`src/golay24_settings.svh`:
```
// golay24 reliability front end settings
// widths of the soft and code domains and length of the sorted list

`ifndef GOLAY24_SETTINGS_SVH
`define GOLAY24_SETTINGS_SVH

//------------------------------------------------------------
// soft domain
//------------------------------------------------------------
`define GOLAY24_LLR_W   8   // channel llr width
`define GOLAY24_MAG_W   7   // magnitude width, llr width minus sign

//------------------------------------------------------------
// code domain
//------------------------------------------------------------
`define GOLAY24_N       24  // codeword length
`define GOLAY24_POS_W   5   // enough for index 0..23
`define GOLAY24_LRP_NUM 4   // least reliable entries kept

`endif

```
`src/golay24_soft_pkg.sv`:
```
// golay24 soft value types
// signed channel llr and the unsigned reliability magnitude
// taken from it by stage 1 of the front end

`include "golay24_settings.svh"

package golay24_soft_pkg;

  //------------------------------------------------------------
  // channel side
  //------------------------------------------------------------
  typedef logic signed [`GOLAY24_LLR_W-1:0] llr_t;  // negative llr decodes as 1

  //------------------------------------------------------------
  // reliability side
  //------------------------------------------------------------
  typedef logic [`GOLAY24_MAG_W-1:0] mag_t;         // saturated abs of llr

endpackage

```
`src/golay24_code_pkg.sv`:
```
// golay24 codeword types
// bit index within a codeword and the 24 bit hard decision word
// assembled from the llr signs

`include "golay24_settings.svh"

package golay24_code_pkg;

  //------------------------------------------------------------
  // position inside the codeword
  //------------------------------------------------------------
  typedef logic [`GOLAY24_POS_W-1:0] pos_t;  // symbol index 0..23

  //------------------------------------------------------------
  // hard decision word
  //------------------------------------------------------------
  typedef logic [`GOLAY24_N-1:0] word_t;     // bit i from symbol i

endpackage

```
`src/golay24_llr_mag.sv`:
```
// golay24 llr magnitude extraction, stage 1
// registers the llr sign as hard bit, the saturated magnitude
// and the symbol position inside the codeword

`timescale 1ns/1ps

`include "golay24_settings.svh"

module golay24_llr_mag (
  input  logic                      iclk,
  input  logic                      rst_n,
  input  logic                      clkena,
  input  logic                      sop,     // symbol 0 of codeword
  input  logic                      val,
  input  golay24_soft_pkg::llr_t    llr,
  output logic                      load,    // first symbol to sort list
  output logic                      val_out,
  output logic                      hard,
  output golay24_soft_pkg::mag_t    mag,
  output golay24_code_pkg::pos_t    pos
);

  //------------------------------------------------------------
  // saturated absolute value
  //------------------------------------------------------------
  golay24_soft_pkg::llr_t  neg_llr;   // two's complement negation
  golay24_soft_pkg::mag_t  mag_c;
  logic                    llr_min;   // most negative code
  golay24_code_pkg::pos_t  cnt;       // index of next symbol

  assign neg_llr = -llr;
  assign llr_min = llr[`GOLAY24_LLR_W-1] && (llr[`GOLAY24_MAG_W-1:0] == '0);
  assign mag_c   = llr_min                ? '1 :                       // clip to max
                   llr[`GOLAY24_LLR_W-1]  ? neg_llr[`GOLAY24_MAG_W-1:0] :
                                            llr[`GOLAY24_MAG_W-1:0];

  //------------------------------------------------------------
  // control path
  //------------------------------------------------------------
  always_ff @(posedge iclk or negedge rst_n) begin
    if (!rst_n) begin
      load    <= 1'b0;
      val_out <= 1'b0;
      cnt     <= '0;
    end else if (clkena) begin
      load    <= val & sop;
      val_out <= val;
      if (val) begin
        cnt <= sop ? golay24_code_pkg::pos_t'(1) : cnt + 1'b1;  // restart on sop
      end
    end
  end

  // payload, only looked at with val_out high
  always_ff @(posedge iclk) begin
    if (clkena && val) begin
      hard <= llr[`GOLAY24_LLR_W-1];           // sign bit is the hard decision
      mag  <= mag_c;
      pos  <= sop ? '0 : cnt;
    end
  end

endmodule

```
`src/golay24_dec_sort_list_cell.sv`:
```
// golay24 sort list cell
// one entry of the ascending insertion list. compares the new
// magnitude with the stored one and either shifts in the entry of
// the previous cell, takes the new symbol, or keeps its contents

`timescale 1ns/1ps

module golay24_dec_sort_list_cell #(
  parameter bit pINIT_NLOAD = 1'b0   // 1 -> set to max on load, 0 -> take symbol
) (
  input  logic                      iclk,
  input  logic                      rst_n,
  input  logic                      clkena,
  input  logic                      load,        // restart list
  input  logic                      val,
  input  golay24_soft_pkg::mag_t    dat,         // new magnitude
  input  golay24_code_pkg::pos_t    idx,         // new position
  input  logic                      carry_prev,  // previous cell shifts
  input  golay24_soft_pkg::mag_t    dat_prev,
  input  golay24_code_pkg::pos_t    idx_prev,
  output logic                      carry,       // new value below stored one
  output golay24_soft_pkg::mag_t    dat_out,
  output golay24_code_pkg::pos_t    idx_out
);

  //------------------------------------------------------------
  // stored entry
  //------------------------------------------------------------
  golay24_soft_pkg::mag_t  dat_r;
  golay24_code_pkg::pos_t  idx_r;

  // strict compare so equal magnitudes keep the earlier position first
  assign carry = (dat < dat_r);

  //------------------------------------------------------------
  // update
  //------------------------------------------------------------
  always_ff @(posedge iclk or negedge rst_n) begin
    if (!rst_n) begin
      dat_r <= '1;                        // empty entry is max magnitude
      idx_r <= '0;
    end else if (clkena) begin
      if (load) begin
        if (pINIT_NLOAD) begin
          dat_r <= '1;                    // clear tail of list
          idx_r <= '0;
        end else begin
          dat_r <= dat;                   // head takes first symbol
          idx_r <= idx;
        end
      end else if (val) begin
        if (carry_prev) begin
          dat_r <= dat_prev;              // shift down from upper cell
          idx_r <= idx_prev;
        end else if (carry) begin
          dat_r <= dat;                   // insertion point
          idx_r <= idx;
        end
      end
    end
  end

  assign dat_out = dat_r;
  assign idx_out = idx_r;

endmodule

```
`src/golay24_dec_sort_list.sv`:
```
// golay24 sort list, stage 2
// chain of cells forming a sequential ascending sort of the
// symbol magnitudes. one cycle per decision, entry 0 holds the smallest

`timescale 1ns/1ps

`include "golay24_settings.svh"

module golay24_dec_sort_list #(
  parameter int pIDX_NUM = `GOLAY24_LRP_NUM   // list length
) (
  input  logic                      iclk,
  input  logic                      rst_n,
  input  logic                      clkena,
  input  logic                      load,
  input  logic                      val,
  input  golay24_soft_pkg::mag_t    dat,
  input  golay24_code_pkg::pos_t    idx,
  output golay24_soft_pkg::mag_t    odat [pIDX_NUM],
  output golay24_code_pkg::pos_t    oidx [pIDX_NUM]
);

  //------------------------------------------------------------
  // chain wiring
  //------------------------------------------------------------
  logic                    carry_prev [pIDX_NUM];
  golay24_soft_pkg::mag_t  dat_prev   [pIDX_NUM];
  golay24_code_pkg::pos_t  idx_prev   [pIDX_NUM];
  logic                    carry      [pIDX_NUM];

  for (genvar i = 0; i < pIDX_NUM; i++) begin : g_cell
    golay24_dec_sort_list_cell #(
      .pINIT_NLOAD (i != 0)                  // only head loads the symbol
    ) u_cell (
      .iclk       (iclk),
      .rst_n      (rst_n),
      .clkena     (clkena),
      .load       (load),
      .val        (val),
      .dat        (dat),
      .idx        (idx),
      .carry_prev (carry_prev[i]),
      .dat_prev   (dat_prev[i]),
      .idx_prev   (idx_prev[i]),
      .carry      (carry[i]),
      .dat_out    (odat[i]),
      .idx_out    (oidx[i])
    );

    if (i == 0) begin : g_head
      assign carry_prev[i] = 1'b0;          // nothing above the head
      assign dat_prev[i]   = '0;
      assign idx_prev[i]   = '0;
    end else begin : g_link
      assign carry_prev[i] = carry[i-1];
      assign dat_prev[i]   = odat[i-1];
      assign idx_prev[i]   = oidx[i-1];
    end
  end

endmodule

```
`src/golay24_lrp_out.sv`:
```
// golay24 result capture, stage 3
// assembles the hard decision word from the symbol signs and
// captures it with the finished sort list once per codeword

`timescale 1ns/1ps

`include "golay24_settings.svh"

module golay24_lrp_out (
  input  logic                      iclk,
  input  logic                      rst_n,
  input  logic                      clkena,
  input  logic                      val,
  input  logic                      hard,
  input  golay24_code_pkg::pos_t    pos,
  input  golay24_soft_pkg::mag_t    dat     [`GOLAY24_LRP_NUM],
  input  golay24_code_pkg::pos_t    idx     [`GOLAY24_LRP_NUM],
  output logic                      res_val,
  output golay24_code_pkg::word_t   res_word,
  output golay24_soft_pkg::mag_t    res_mag [`GOLAY24_LRP_NUM],
  output golay24_code_pkg::pos_t    res_pos [`GOLAY24_LRP_NUM]
);

  //------------------------------------------------------------
  // word assembly
  //------------------------------------------------------------
  golay24_code_pkg::word_t  asm_word;   // every bit rewritten per codeword
  logic                     last_d;     // list complete next cycle

  always_ff @(posedge iclk) begin
    if (clkena && val) begin
      asm_word[pos] <= hard;
    end
  end

  //------------------------------------------------------------
  // capture
  //------------------------------------------------------------
  always_ff @(posedge iclk or negedge rst_n) begin
    if (!rst_n) begin
      last_d   <= 1'b0;
      res_val  <= 1'b0;
      res_word <= '0;
      res_mag  <= '{default: '0};
      res_pos  <= '{default: '0};
    end else if (clkena) begin
      last_d  <= val && (pos == golay24_code_pkg::pos_t'(`GOLAY24_N-1));
      res_val <= last_d;                 // one pulse per codeword
      if (last_d) begin
        res_word <= asm_word;
        res_mag  <= dat;                 // list settled after last insert
        res_pos  <= idx;
      end
    end
  end

endmodule

```
`src/golay24_lrp_top.sv`:
```
// golay24 least reliable position front end
// llr magnitude extraction, ascending sort list and result capture
// for a soft decision golay(24,12) decoder

`timescale 1ns/1ps

`include "golay24_settings.svh"

module golay24_lrp_top (
  input  logic                      iclk,
  input  logic                      rst_n,
  input  logic                      clkena,   // global stall
  input  logic                      sop,
  input  logic                      val,
  input  golay24_soft_pkg::llr_t    llr,
  output logic                      res_val,
  output golay24_code_pkg::word_t   res_word,
  output golay24_soft_pkg::mag_t    res_mag [`GOLAY24_LRP_NUM],
  output golay24_code_pkg::pos_t    res_pos [`GOLAY24_LRP_NUM]
);

  //------------------------------------------------------------
  // stage links
  //------------------------------------------------------------
  logic                    s1_load;
  logic                    s1_val;
  logic                    s1_hard;
  golay24_soft_pkg::mag_t  s1_mag;
  golay24_code_pkg::pos_t  s1_pos;
  golay24_soft_pkg::mag_t  list_dat [`GOLAY24_LRP_NUM];
  golay24_code_pkg::pos_t  list_idx [`GOLAY24_LRP_NUM];

  golay24_llr_mag u_llr_mag (
    .iclk (iclk), .rst_n (rst_n), .clkena (clkena),
    .sop (sop), .val (val), .llr (llr),
    .load (s1_load), .val_out (s1_val), .hard (s1_hard),
    .mag (s1_mag), .pos (s1_pos)
  );

  golay24_dec_sort_list #(
    .pIDX_NUM (`GOLAY24_LRP_NUM)
  ) u_sort_list (
    .iclk (iclk), .rst_n (rst_n), .clkena (clkena),
    .load (s1_load), .val (s1_val), .dat (s1_mag), .idx (s1_pos),
    .odat (list_dat), .oidx (list_idx)
  );

  golay24_lrp_out u_lrp_out (
    .iclk (iclk), .rst_n (rst_n), .clkena (clkena),
    .val (s1_val), .hard (s1_hard), .pos (s1_pos),
    .dat (list_dat), .idx (list_idx),
    .res_val (res_val), .res_word (res_word),
    .res_mag (res_mag), .res_pos (res_pos)
  );

endmodule

```
`config.mk`:
```
export PLATFORM = sky130hd
export DESIGN_NAME = golay24_lrp_top
export DESIGN_NICKNAME = d
export VERILOG_FILES = /design/src/golay24_soft_pkg.sv /design/src/golay24_code_pkg.sv /design/src/golay24_llr_mag.sv /design/src/golay24_dec_sort_list_cell.sv /design/src/golay24_dec_sort_list.sv /design/src/golay24_lrp_out.sv /design/src/golay24_lrp_top.sv
export VERILOG_INCLUDE_DIRS = /design/src
export SDC_FILE = /design/constraint.sdc
export NUM_CORES = 1
export LEC_CHECK = 0
export BUFFER_PORTS_ARGS = -buffer_cell sky130_fd_sc_hd__buf_2
export CAP_MARGIN = 0
export CORE_ASPECT_RATIO = 1.5
export CORE_MARGIN = 2
export CORE_UTILIZATION = 25
export DETAILED_ROUTE_END_ITERATION = 6
export GPL_ROUTABILITY_DRIVEN = 0
export SYNTH_ARGS = -nofsm -noshare
export SYNTH_HDL_FRONTEND = slang
export SYNTH_SLANG_ARGS = --single-unit
export TNS_END_PERCENT = 1
```
`constraint.sdc`:
```
create_clock -name iclk -period 3.9 [get_ports iclk]
set_clock_uncertainty 0.1 [all_clocks]
set_input_delay 0.195 -clock iclk [delete_from_list [all_inputs] [get_ports iclk]]
set_output_delay 0.195 -clock iclk [all_outputs]
set_load 0.05 [all_outputs]
```
# Word-level counts from Yosys, hierarchy flattened
# Index checks and enable logic that the tools add are counted.
# totals
input_bits	13
word_cells	88
out_inout_bits	73
reg_bits	166
# op_classes
eq_ne	1
magnitude_cmp	6
n_addsub	2
bitwise_logic	1
n_reduce_logical	17
muxes	35
# op_table
operator	n
7-bit 2-to-1 mux	16
5-bit 2-to-1 mux	16
7-bit less-than comparator	4
24-bit bitwise mux	1
3-bit AND reduction	4
3-bit nonzero test	3
7-bit logical NOT	1
7-bit negation	1
5-bit by 6-bit less-than comparator with 1-bit output, second input constant	1
5-bit by 1-bit adder with 5-bit output, second input constant	1
1-bit demux with 5-bit select	1
5-bit == test, second input constant	1
5-bit by 1-bit greater-or-equal comparator with 1-bit output, second input constant	1
1-bit logical AND	5
2-bit AND reduction	2
2-bit nonzero test	2
1-bit AND	1
1-bit 2-to-1 mux	1

# Longest topological paths before layout
# Gate-level depths: netlist of run 1.
# depth
word_depth	5
mapped_depth	10
mapped_depth_nobuf	8

# By module
# From an unflattened synthesis of run 1, not the netlist that was laid out.
# hier_totals
hier_cells	609
hier_area_um2	8289.2
# modules_own_cells
mod	seq_area_each_um2	cells_per_inst	n_inst	area_per_inst_um2
golay24_lrp_out	2572.5	217	1	3931.3
golay24_dec_sort_list_cell at u_sort_list.g_cell[1].u_cell ...	309.0	71	3	798.3
golay24_dec_sort_list_cell at u_sort_list.g_cell[0].u_cell	309.0	94	1	1016.0
golay24_llr_mag	565.5	84	1	943.4
golay24_dec_sort_list	0.0	1	1	3.8

# Worst setup path before layout of run 1
# OpenSTA, ideal clock, no wires.
# synth_path
kind	register to register
start	register u_sort_list.g_cell[2].u_cell.dat_r[4]
end	register u_sort_list.g_cell[3].u_cell.idx_r[1]
required_ns	3.672
t_arrival_ns	2.452
setup_time_ns	0.128
path_stages_with_launch	10
n_path_buf	1
setup_slack_ns	1.220
period_less_slack_ns	2.680
path_cell_list	dfstp_2 > inv_1 > ha_1 > a21o_1 > a221o_1 > a41oi_4 > nor3_1 > a21oi_2 > buf_6 > mux2_1
# synth_between
elab_chain_len	4
word_cells_on_any_way	6
cone_classes	order compare: 1; mux: 3; reduce/logical: 2
# synth_lines
item	line_no	rtl
start: declaration	golay24_dec_sort_list_cell.sv:29	golay24_soft_pkg::mag_t dat_r;
start signal: assignment	golay24_dec_sort_list_cell.sv:48	dat_r <= dat;
start signal: assignment	golay24_dec_sort_list_cell.sv:53	dat_r <= dat_prev;
start signal: assignment	golay24_dec_sort_list_cell.sv:56	dat_r <= dat;
7-bit less-than comparator *	golay24_dec_sort_list_cell.sv:33	assign carry = (dat < dat_r);
5-bit 2-to-1 mux	golay24_dec_sort_list_cell.sv:52	if (carry_prev) begin
5-bit 2-to-1 mux	golay24_dec_sort_list_cell.sv:51	end else if (val) begin
5-bit 2-to-1 mux	golay24_dec_sort_list_cell.sv:43	if (load) begin
end signal: assignment	golay24_dec_sort_list_cell.sv:49	idx_r <= idx;
end signal: assignment	golay24_dec_sort_list_cell.sv:54	idx_r <= idx_prev;
end signal: assignment	golay24_dec_sort_list_cell.sv:57	idx_r <= idx;
end: declaration	golay24_dec_sort_list_cell.sv:30	golay24_code_pkg::pos_t idx_r;
# Mark *: on every way between the ends. The rest lies on a longest branch, timed or not. The select of a mux whose other input is x is not followed.
# A chain may end at the register's enable or synchronous reset.

# Worst setup path in the final report of run 1
# layout_path
start	register u_llr_mag.mag[4]
end	register u_sort_list.g_cell[2].u_cell.dat_r[3]
# layout_between
elab_chain_len	4
word_cells_on_any_way	7
cone_classes	order compare: 2; mux: 3; reduce/logical: 2
# layout_lines
item	line_no	rtl
start: declaration	golay24_llr_mag.sv:19	output golay24_soft_pkg::mag_t mag,
start signal: assignment	golay24_llr_mag.sv:58	mag <= mag_c;
7-bit less-than comparator	golay24_dec_sort_list_cell.sv:33	
7-bit 2-to-1 mux	golay24_dec_sort_list_cell.sv:52	
7-bit 2-to-1 mux	golay24_dec_sort_list_cell.sv:51	
7-bit 2-to-1 mux	golay24_dec_sort_list_cell.sv:43	
# Several ways; a longest one is shown, not always the timed one. The select of a mux whose other input is x is not followed.

==> results.cfg, run 1 <==
[run_status]
status = finished clean

[drt]
wl_per_cell_um = 15.0
drt-initial-drc-count = 210
wl_um = 16700
num_vias = 4822
drc = 0
firstDrtPassIters = 5
final_antenna_net_count = 0
viasPerCell = 4.33

[critical_path]
reg2reg_depth = 7
crit_arrival_ns = 3.07
crit_path_start_kind = flop
setup.worst_path.class = flop to flop
startpoint = u_llr_mag.mag[4]$_SDFFCE_PP1P_
path_max_fanout = 12
r2r_start = u_llr_mag.mag[4]$_SDFFCE_PP1P_
timing.rr.end = u_sort_list.g_cell[2].u_cell.dat_out[3]$_DFFE_PN1P_
endpoint = u_sort_list.g_cell[2].u_cell.dat_out[3]$_DFFE_PN1P_
crit_path_max_incr_delay_ns = 0.53
worstPathCellList = ha_1, a21o_1, a221o_1, a41o_2, a21oi_2, nor3_1, a311oi_1
slowest_stage = edfxtp_1
crit_required_ns = 4.14
end_kind = flop
r2r_slack_ns = 1.06

[cells_and_area]
final_nets = 745
num_antenna_cells = 0
instances_no_fill = 1114
seq_area_um2 = 4370
multi_input_area_um2 = 2760
drive_above_1_share = 0.309
nFillCells = 3059
final_common_cell = dfrtp_1
syn2layout_area_growth_pct = 21.0
final_cell_mix = 101 x dfrtp_1, 84 x buf_2, 64 x nand2_1

[timing]
finalWorstSetupSlack_ns = 1.06
worst_pin_slew_ns = 1.07
fin_crit_sh = 0.728
slew_headroom = 0.287
rsz0062_at_grt = no
hold_violations = 0
min_period_ns = 2.84
whs_ns = 0.0773
fmax_mhz = 352
setup_violations = 0
tns_ns = 0
finalMaxSlewViolations = 0

[pwr]
ir_worst_vdd_v = 0.000353
power.leakage_uw = 0.00418
p_per_area_nw_per_um2 = 702

[grt]
use_met2 = 0.198
top_usage_layer = met2
grt_max_degree = 98
use_met1 = 0.131
grtUsageTotal = 0.115
grt_pass1_vias = 4954
met3_usage = 0.0319
antenna_found_initial = 0
overflow = 0
grt_pass1_wl_um = 27200

[logic_synthesis]
synth.avg_cell_area_um2 = 12.0
mappedNetlistArea_um2 = 7380
seq_area_frac_synth = 0.592
async_reset_ff_frac = 0.777
yosys_warnings = 0
synthCells = 617
synth-edff-count = 37
synth_seq_cells = 166
synth_cell_types = 46
synth_fp_nets = 656
synth_flop_cell = dfrtp_1

[die]
rows = 77
die-width_um = 144
die_area_um2 = 31000
ios = 86
die_h_um = 214
core_um2 = 29300
initial_core_util = 0.252

[clocking]
cts_resized = 0
cts_buffer_depth = 2
post_cts_buffers = 0
cts_hold_buf = 8
cts_tree = yes
cts_buffers = 17
clk_pin_slew_ns = 0.07
cts_htree_levels = 4
insertion_delay_ns = 0.43
cts_root_buf = clkbuf_16
cts_sinks = 166

[placed_design]
io_buffers = 85
place_hpwl_um = 12000
place_worst_setup_slack_ns = 1.07
dp_cells = 1074

[worst_hold_path]
whs_path_depth = 3
hold_path.class = primary input to flop

[run]
maxCapViolations = 0
-- flip-flops by register name, indices dropped and copies added (netlist names), 7 cells and up --
signal,count
u_lrp_out.asm_word,24
u_lrp_out.res_word,24
u_llr_mag.mag,7
u_lrp_out.res_pos,20
u_sort_list.g_cell.u_cell.dat_out,28
u_lrp_out.res_mag,28
u_sort_list.g_cell.u_cell.idx_out,20
-- worst max-delay path: cells and delay by family (launching register included) --
family                     cells  cell delay (ns)
AOI/OAI and AO/OA              5             1.59
adders and majority gates      1             0.41
DFF                            1             0.53
and+or+nand+nor                1             0.11
-- worst min-delay path by stage --
stage / startpoint / endpoint / slack, ns
6_report: llr[2] / u_llr_mag.mag[2]$_SDFFCE_PP1P_ / 0.08
5_1_grt: llr[2] / u_llr_mag.mag[2]$_SDFFCE_PP1P_ / 0.12
4_1_cts: llr[2] / u_llr_mag.mag[2]$_SDFFCE_PP1P_ / 0.06
3_5_place_dp: rst_n / u_lrp_out.res_word[19]$_DFFE_PN0P_ / 0.26
3_3_place_gp: rst_n / u_lrp_out.res_word[18]$_DFFE_PN0P_ / 0.25
2_1_floorplan: rst_n / u_llr_mag.cnt[0]$_DFFE_PN0P_ / -0.20
-- routing by layer --
metal	routed length, um	vias up
met5	0	-
met4	483	0
met3	806	26
met2	8670	99
met1	6740	2338
li1	-	2359
-- power breakdown --
part / internal, uW / total, uW / switching, uW
Sequential: 2270 / 2550 / 281
Combinational: 685 / 2030 / 1340
Clock: 978 / 1690 / 716
-- layout make-up --
type / instances / area share
clock buffer: 21 / 0.0550
timing repair buffer: 101 / 0.0650
clock inverter: 11 / 0.0120
sequential: 166 / 0.490
multi-input combinational: 386 / 0.309
inverter: 34 / 0.0143
tap: 395 / 0.0553
-- cell usage after synthesis (2+ instances only) --
cell | n | area [um2]
or3_1 | 3 | 18.8
a21oi_2 | 3 | 26.3
nand4_1 | 2 | 12.5
a21oi_1 | 7 | 35.0
o211ai_1 | 7 | 52.6
and3_1 | 8 | 50.1
xnor2_1 | 2 | 17.5
clkbuf_1 | 20 | 75.1
nand4b_1 | 2 | 17.5
nand3_1 | 17 | 85.1
nand2_1 | 65 | 244
and2_1 | 2 | 12.5
mux2_1 | 6 | 67.6
a31oi_1 | 4 | 25.0
inv_1 | 34 | 128
edfxtp_1 | 37 | 1110
dfstp_2 | 28 | 736
o2bb2ai_1 | 5 | 43.8
nand3b_1 | 2 | 15.0
a22oi_1 | 7 | 52.6
nor3_1 | 20 | 100
nor2b_1 | 7 | 43.8
buf_1 | 5 | 18.8
mux2_2 | 61 | 687
o21ai_1 | 3 | 15.0
a21o_1 | 5 | 37.5
mux2i_1 | 24 | 240
dfrtp_1 | 101 | 2530
ha_1 | 26 | 325
a311oi_1 | 6 | 52.6
nand2b_1 | 3 | 18.8
a211oi_1 | 2 | 15.0
o21ai_0 | 41 | 205
buf_2 | 4 | 20.0
nor2_1 | 37 | 139
-- cells by family (layout without fill, tap and decap cells) --
logic type | Yosys count | in the layout | share of synthesized area
muxes | 91 | 91 | 0.135
xor gates and xnor gates | 3 | 3 | 0.00356
buffers and inverters | 65 | 167 | 0.0352
adders and majority gates | 26 | 26 | 0.0441
DFF | 166 | 166 | 0.592
and+or+nand+nor | 170 | 170 | 0.105
AOI/OAI and AO/OA | 96 | 96 | 0.0854
-- stage by stage --
stage | util | power, uW | cell area (um2)
5_1_grt | 0.305 | 6640 | 8930
2_1_floorplan | - | 4050 | 7380
3_3_place_gp | 0.282 | 4590 | 8250
4_1_cts | 0.305 | 6350 | 8930
3_5_place_dp | 0.282 | 4640 | 8250
6_report | 0.305 | 6270 | 8930
Note: power is estimated with default switching activity, not from simulation.
==> run 2, diff against run 1 <==
==> constraint.sdc (replaced) <==
create_clock -name iclk -period 2.3 [get_ports iclk]
set_clock_uncertainty 0.1 [all_clocks]
set_input_delay 0.115 -clock iclk [delete_from_list [all_inputs] [get_ports iclk]]
set_output_delay 0.115 -clock iclk [all_outputs]
set_load 0.05 [all_outputs]
==> results.cfg, run 2 (same netlist as run 1, synthesis figures left out) <==
[run_status]
status = complete, but fails checks
violations = negative setup slack

[worst_hold_path]
hold_path.class = primary input to flop
holdCritStartpoint = clkena
whs_path_depth = 2
whs_endpoint = u_llr_mag.val_out$_DFFE_PN0P_

[timing]
rsz0062_at_grt = yes
worst_pin_slew_ns = 0.775
min_period_ns = 2.47
finalWorstSetupSlack_ns = -0.172
finalMaxSlewViolations = 0
fin_crit_sh = 1.07
setup_violations = 23
slew_headroom = 0.481
fmax_mhz = 405
hold_violations = 0

[pwr]
intPower_uw = 7330
p_comb_frac = 0.382
power.leakage_uw = 0.00458
switchingPower_uw = 4240
p_per_area_nw_per_um2 = 1190
finalPower_uw = 11600
ir_worst_vdd_v = 0.000687
share_seq_of_total_power = 0.370
clkPwrFrac = 0.249
switching_share = 0.366

[cells_and_area]
final_cell_mix = 101 x dfrtp_1, 84 x buf_2, 68 x buf_4
syn2layout_area_growth_pct = 32.0
final_common_cell = dfrtp_1
instances_no_fill = 1188
drive_above_1_share = 0.405
num_antenna_cells = 0
final_nets = 819
nFillCells = 2963

[grt]
grt_max_degree = 64
grt_pass1_wl_um = 28200
grtUsageTotal = 0.119
overflow = 0
grt_pass1_vias = 5274
antenna_found_initial = 0

[die]
die_area_um2 = 31000
core_um2 = 29300
die-width_um = 144
initial_core_util = 0.252
rows = 77
ios = 86
die_h_um = 214

[clocking]
cts_root_buf = clkbuf_16
cts_htree_levels = 4
cts_buffers = 17
cts_buffer_depth = 2
cts_tree = yes
insertion_delay_ns = 0.44
cts_sinks = 166
clk_pin_slew_ns = 0.07

[placed_design]
io_buffers = 85
place_worst_setup_slack_ns = -0.359
dp_cells = 1139
place_hpwl_um = 13000

[critical_path]
r2r_slack_ns = -0.17
crit_arrival_ns = 2.70
r2r_start = u_sort_list.g_cell[2].u_cell.dat_out[5]$_DFFE_PN1P_
timing.rr.end = u_sort_list.g_cell[3].u_cell.idx_out[0]$_DFFE_PN0P_
path_max_fanout = 7
end_kind = flop
setup.worst_path.class = flop to flop
crit_path_start_kind = flop
reg2reg_depth = 9
crit_required_ns = 2.53

[drt]
drt-initial-drc-count = 279
wl_per_cell_um = 14.7
wl_um = 17400
num_vias = 5078
drc = 0
firstDrtPassIters = 4
viasPerCell = 4.27
final_antenna_net_count = 0

[run]
maxCapViolations = 0
-- run 2: what timing repair did --
item | CTS | global route
endpoints found under the hold margin | 118 | 0
cloned | 0 | 1
pin swaps | 5 | 10
endpoints found under the setup margin | 43 | 48
hold buffers | 11 | 0
setup buffers | 1 | 4
resized for setup | 16 | 28
-- run 2: critical path, cell delays in order (launching register included) --
cell	delay, ns
dfstp_2	0.55
inv_4	0.04
ha_4	0.22
and2_4	0.15
a221o_1	0.36
a41oi_4	0.25
nor3_2	0.07
a21oi_2	0.13
buf_6	0.16
mux2_2	0.33
-- run 2: worst max-delay path by stage --
stage / startpoint / to / slack [ns] / cells past startpoint
6_report: u_sort_list.g_cell[2].u_cell.dat_out[5]$_DFFE_PN1P_ / u_sort_list.g_cell[3].u_cell.idx_out[0]$_DFFE_PN0P_ / -0.17 / 9
5_1_grt: u_sort_list.g_cell[2].u_cell.dat_out[5]$_DFFE_PN1P_ / u_sort_list.g_cell[3].u_cell.idx_out[4]$_DFFE_PN0P_ / -0.26 / 9
4_1_cts: u_sort_list.g_cell[2].u_cell.dat_out[4]$_DFFE_PN1P_ / u_sort_list.g_cell[3].u_cell.dat_out[2]$_DFFE_PN1P_ / -0.22 / 10
3_5_place_dp: u_sort_list.g_cell[1].u_cell.dat_out[2]$_DFFE_PN1P_ / u_sort_list.g_cell[1].u_cell.dat_out[2]$_DFFE_PN1P_ / -0.36 / 8
3_3_place_gp: u_sort_list.g_cell[1].u_cell.dat_out[2]$_DFFE_PN1P_ / u_sort_list.g_cell[1].u_cell.dat_out[3]$_DFFE_PN1P_ / -0.29 / 8
2_1_floorplan: u_sort_list.g_cell[2].u_cell.dat_out[6]$_DFFE_PN1P_ / u_sort_list.g_cell[3].u_cell.idx_out[1]$_DFFE_PN0P_ / -0.23 / 9
-- run 2: final cells by class --
class | count | area (um2) | share of cell area
Sequential cell | 166 | 4370 | 0.449
Tap cell | 395 | 494 | 0.0507
Clock buffer | 22 | 497 | 0.0510
Multi-Input combinational cell | 386 | 2930 | 0.301
Clock inverter | 10 | 111 | 0.0114
Timing Repair Buffer | 175 | 1200 | 0.123
Inverter | 34 | 135 | 0.0139
-- run 2: power groups by stage --
stage               sequential (uW)  clock (uW)  combinational, uW
finish                         4270        2870               4420
CTS                            4280        2950               4260
global placement               4300           0               4050
detailed placement             4330           0               4110
global route                   4380        3090               4800
floorplan                      5180           0               1750
-- run 2: metal layers --
layer	part of all wire	GRT usage	vias to the layer above
li1	-	-	2500
met3	0.042	0.0322	29
met4	0.025	0.0544	0
met2	0.53	0.206	91
met5	0	0	-
met1	0.41	0.136	2458
-- run 2: through the flow --
step	hold WS [ns]	cell area [um2]	util	TNS (ns)
2_1_floorplan	-0.281	7440	-	-1.91
3_3_place_gp	-0.0902	8810	0.301	-8.19
3_5_place_dp	-0.0845	8810	0.301	-9.50
4_1_cts	0.0109	9610	0.328	-3.65
5_1_grt	0.0487	9750	0.333	-5.75
6_report	0.0521	9750	0.333	-2.31
==> run 3, diff against run 2 <==
==> constraint.sdc (replaced) <==
create_clock -name iclk -period 2.3 [get_ports iclk]
set_clock_uncertainty 0.1 [all_clocks]
set_input_delay 0.23 -clock iclk [delete_from_list [all_inputs] [get_ports iclk]]
set_output_delay 0.23 -clock iclk [all_outputs]
set_load 0.05 [all_outputs]
==> results.cfg, run 3 (same netlist as run 1, synthesis figures left out) <==
[critical_path]
r2r_start = u_sort_list.g_cell[2].u_cell.dat_out[5]$_DFFE_PN1P_
endpoint = u_sort_list.g_cell[3].u_cell.idx_out[2]$_DFFE_PN0P_
crit_required_ns = 2.52
r2r_slack_ns = -0.16
reg2reg_depth = 9
end_kind = flop
startpoint = u_sort_list.g_cell[2].u_cell.dat_out[5]$_DFFE_PN1P_
setup.worst_path.class = flop to flop
path_max_fanout = 9
timing.rr.end = u_sort_list.g_cell[3].u_cell.idx_out[2]$_DFFE_PN0P_
crit_path_start_kind = flop
crit_arrival_ns = 2.68

[die]
core_um2 = 29300
ios = 86
die_area_um2 = 31000
rows = 77
die_h_um = 214
die-width_um = 144
initial_core_util = 0.252

[run_status]
status = complete, but fails checks
violations = negative setup slack

[timing]
fmax_mhz = 407
finalWorstSetupSlack_ns = -0.159
finalMaxSlewViolations = 0
setup_violations = 33
rsz0062_at_grt = yes
hold_violations = 0
min_period_ns = 2.46
fin_crit_sh = 1.07
whs_ns = 0.0234
slew_headroom = 0.463
worst_pin_slew_ns = 0.805

[placed_design]
placed_area_um2 = 8800
io_buffers = 85
place_hpwl_um = 13100

[cells_and_area]
fin_area_um2 = 9500
final_nets = 803
fin_util = 0.324
num_antenna_cells = 0
final_cell_mix = 101 x dfrtp_1, 84 x buf_2, 63 x nand2_1
drive_above_1_share = 0.390
syn2layout_area_growth_pct = 28.7
final_common_cell = dfrtp_1
nFillCells = 3023

[drt]
num_vias = 5050
drt-initial-drc-count = 216
firstDrtPassIters = 6
wl_per_cell_um = 14.8
wl_um = 17300
viasPerCell = 4.31
final_antenna_net_count = 0
drc = 0

[pwr]
power.leakage_uw = 0.00447
ir_worst_vdd_v = 0.000629
p_per_area_nw_per_um2 = 1170

[grt]
grt_pass1_vias = 5197
grt_max_degree = 60
antenna_found_initial = 0
overflow = 0
grtUsageTotal = 0.118
grt_pass1_wl_um = 28100

[clocking]
cts_root_buf = clkbuf_16
cts_sinks = 166
cts_htree_levels = 4
clk_pin_slew_ns = 0.06
cts_buffers = 17
insertion_delay_ns = 0.44
cts_tree = yes
cts_buffer_depth = 2

[worst_hold_path]
hold_path.class = primary input to flop

[run]
maxCapViolations = 0
## run 3: cell types whose count changed in the layout (fill, tap and decap cells not counted), moves of 3 or more
cell | previous run | this run
inv_2 | 0 | 4
buf_4 | 68 | 62
buf_6 | 9 | 4
dlygate4sd3_1 | 11 | 3
inv_4 | 3 | 0
o21ai_2 | 5 | 2
## run 3: worst max-delay path, stage by stage, from the launching register on
cell and delay [ns]:
dfstp_2 0.53, inv_2 0.05, ha_4 0.20, and2_4 0.15
a221o_1 0.36, a41oi_4 0.25, buf_12 0.17, mux2i_2 0.20
nor2_1 0.06, mux2_4 0.26
## run 3: worst min path at each step
stage | from | endpoint | cells past startpoint
2_1_floorplan | rst_n | u_llr_mag.cnt[0]$_DFFE_PN0P_ | 0
3_3_place_gp | rst_n | u_lrp_out.res_mag[23]$_DFFE_PN0P_ | 1
3_5_place_dp | rst_n | u_lrp_out.res_mag[23]$_DFFE_PN0P_ | 1
4_1_cts | llr[5] | u_llr_mag.mag[5]$_SDFFCE_PP1P_ | 3
5_1_grt | llr[7] | u_llr_mag.hard$_DFFE_PP_ | 1
6_report | llr[7] | u_llr_mag.hard$_DFFE_PP_ | 1
## run 3: area by class of cell
| cell class | instances | area [um2] | share of cell area |
|---|---|---|---|
| flip-flops and latches | 166 | 4370 | 0.460 |
| multi-input cells | 386 | 2880 | 0.303 |
| repair buffers | 159 | 1080 | 0.113 |
| well taps | 395 | 494 | 0.0520 |
| clock buffers | 21 | 450 | 0.0474 |
| inverters | 34 | 128 | 0.0134 |
| clock inverters | 11 | 103 | 0.0108 |
## run 3: timing repair
item,CTS,global route
resized for setup,17,8
hold buffers,3,0
endpoints found under the hold margin,24,0
endpoints found under the setup margin,44,48
pin swaps,9,6
buffers inserted,2,2
## run 3: per-stage QoR
stage                     cells  power, uW  worst slack, ns  TNS [ns]
after floorplan             617       6940           -0.233     -1.91
after global placement     1133       8320           -0.160     -4.40
after detailed placement   1133       8400           -0.191     -5.40
after CTS                  1170      11200           -0.161     -2.34
after global routing       1172      11800           -0.244     -6.87
final                      1172      11100           -0.159     -2.56
## run 3: power by group
group / total, uW / leakage, uW / switching, uW / internal, uW
clock: 2680 / 0.000265 / 1160 / 1520
sequential: 4290 / 0.00194 / 452 / 3840
combinational: 4180 / 0.00227 / 2500 / 1680
## run 3: layer usage
| metal | track usage | part of all wire | vias up |
|---|---|---|---|
| li1 | - | - | 2475 |
| met1 | 0.136 | 0.42 | 2469 |
| met2 | 0.203 | 0.52 | 82 |
| met3 | 0.0326 | 0.040 | 24 |
| met4 | 0.0495 | 0.024 | 0 |
| met5 | 0 | 0 | - |
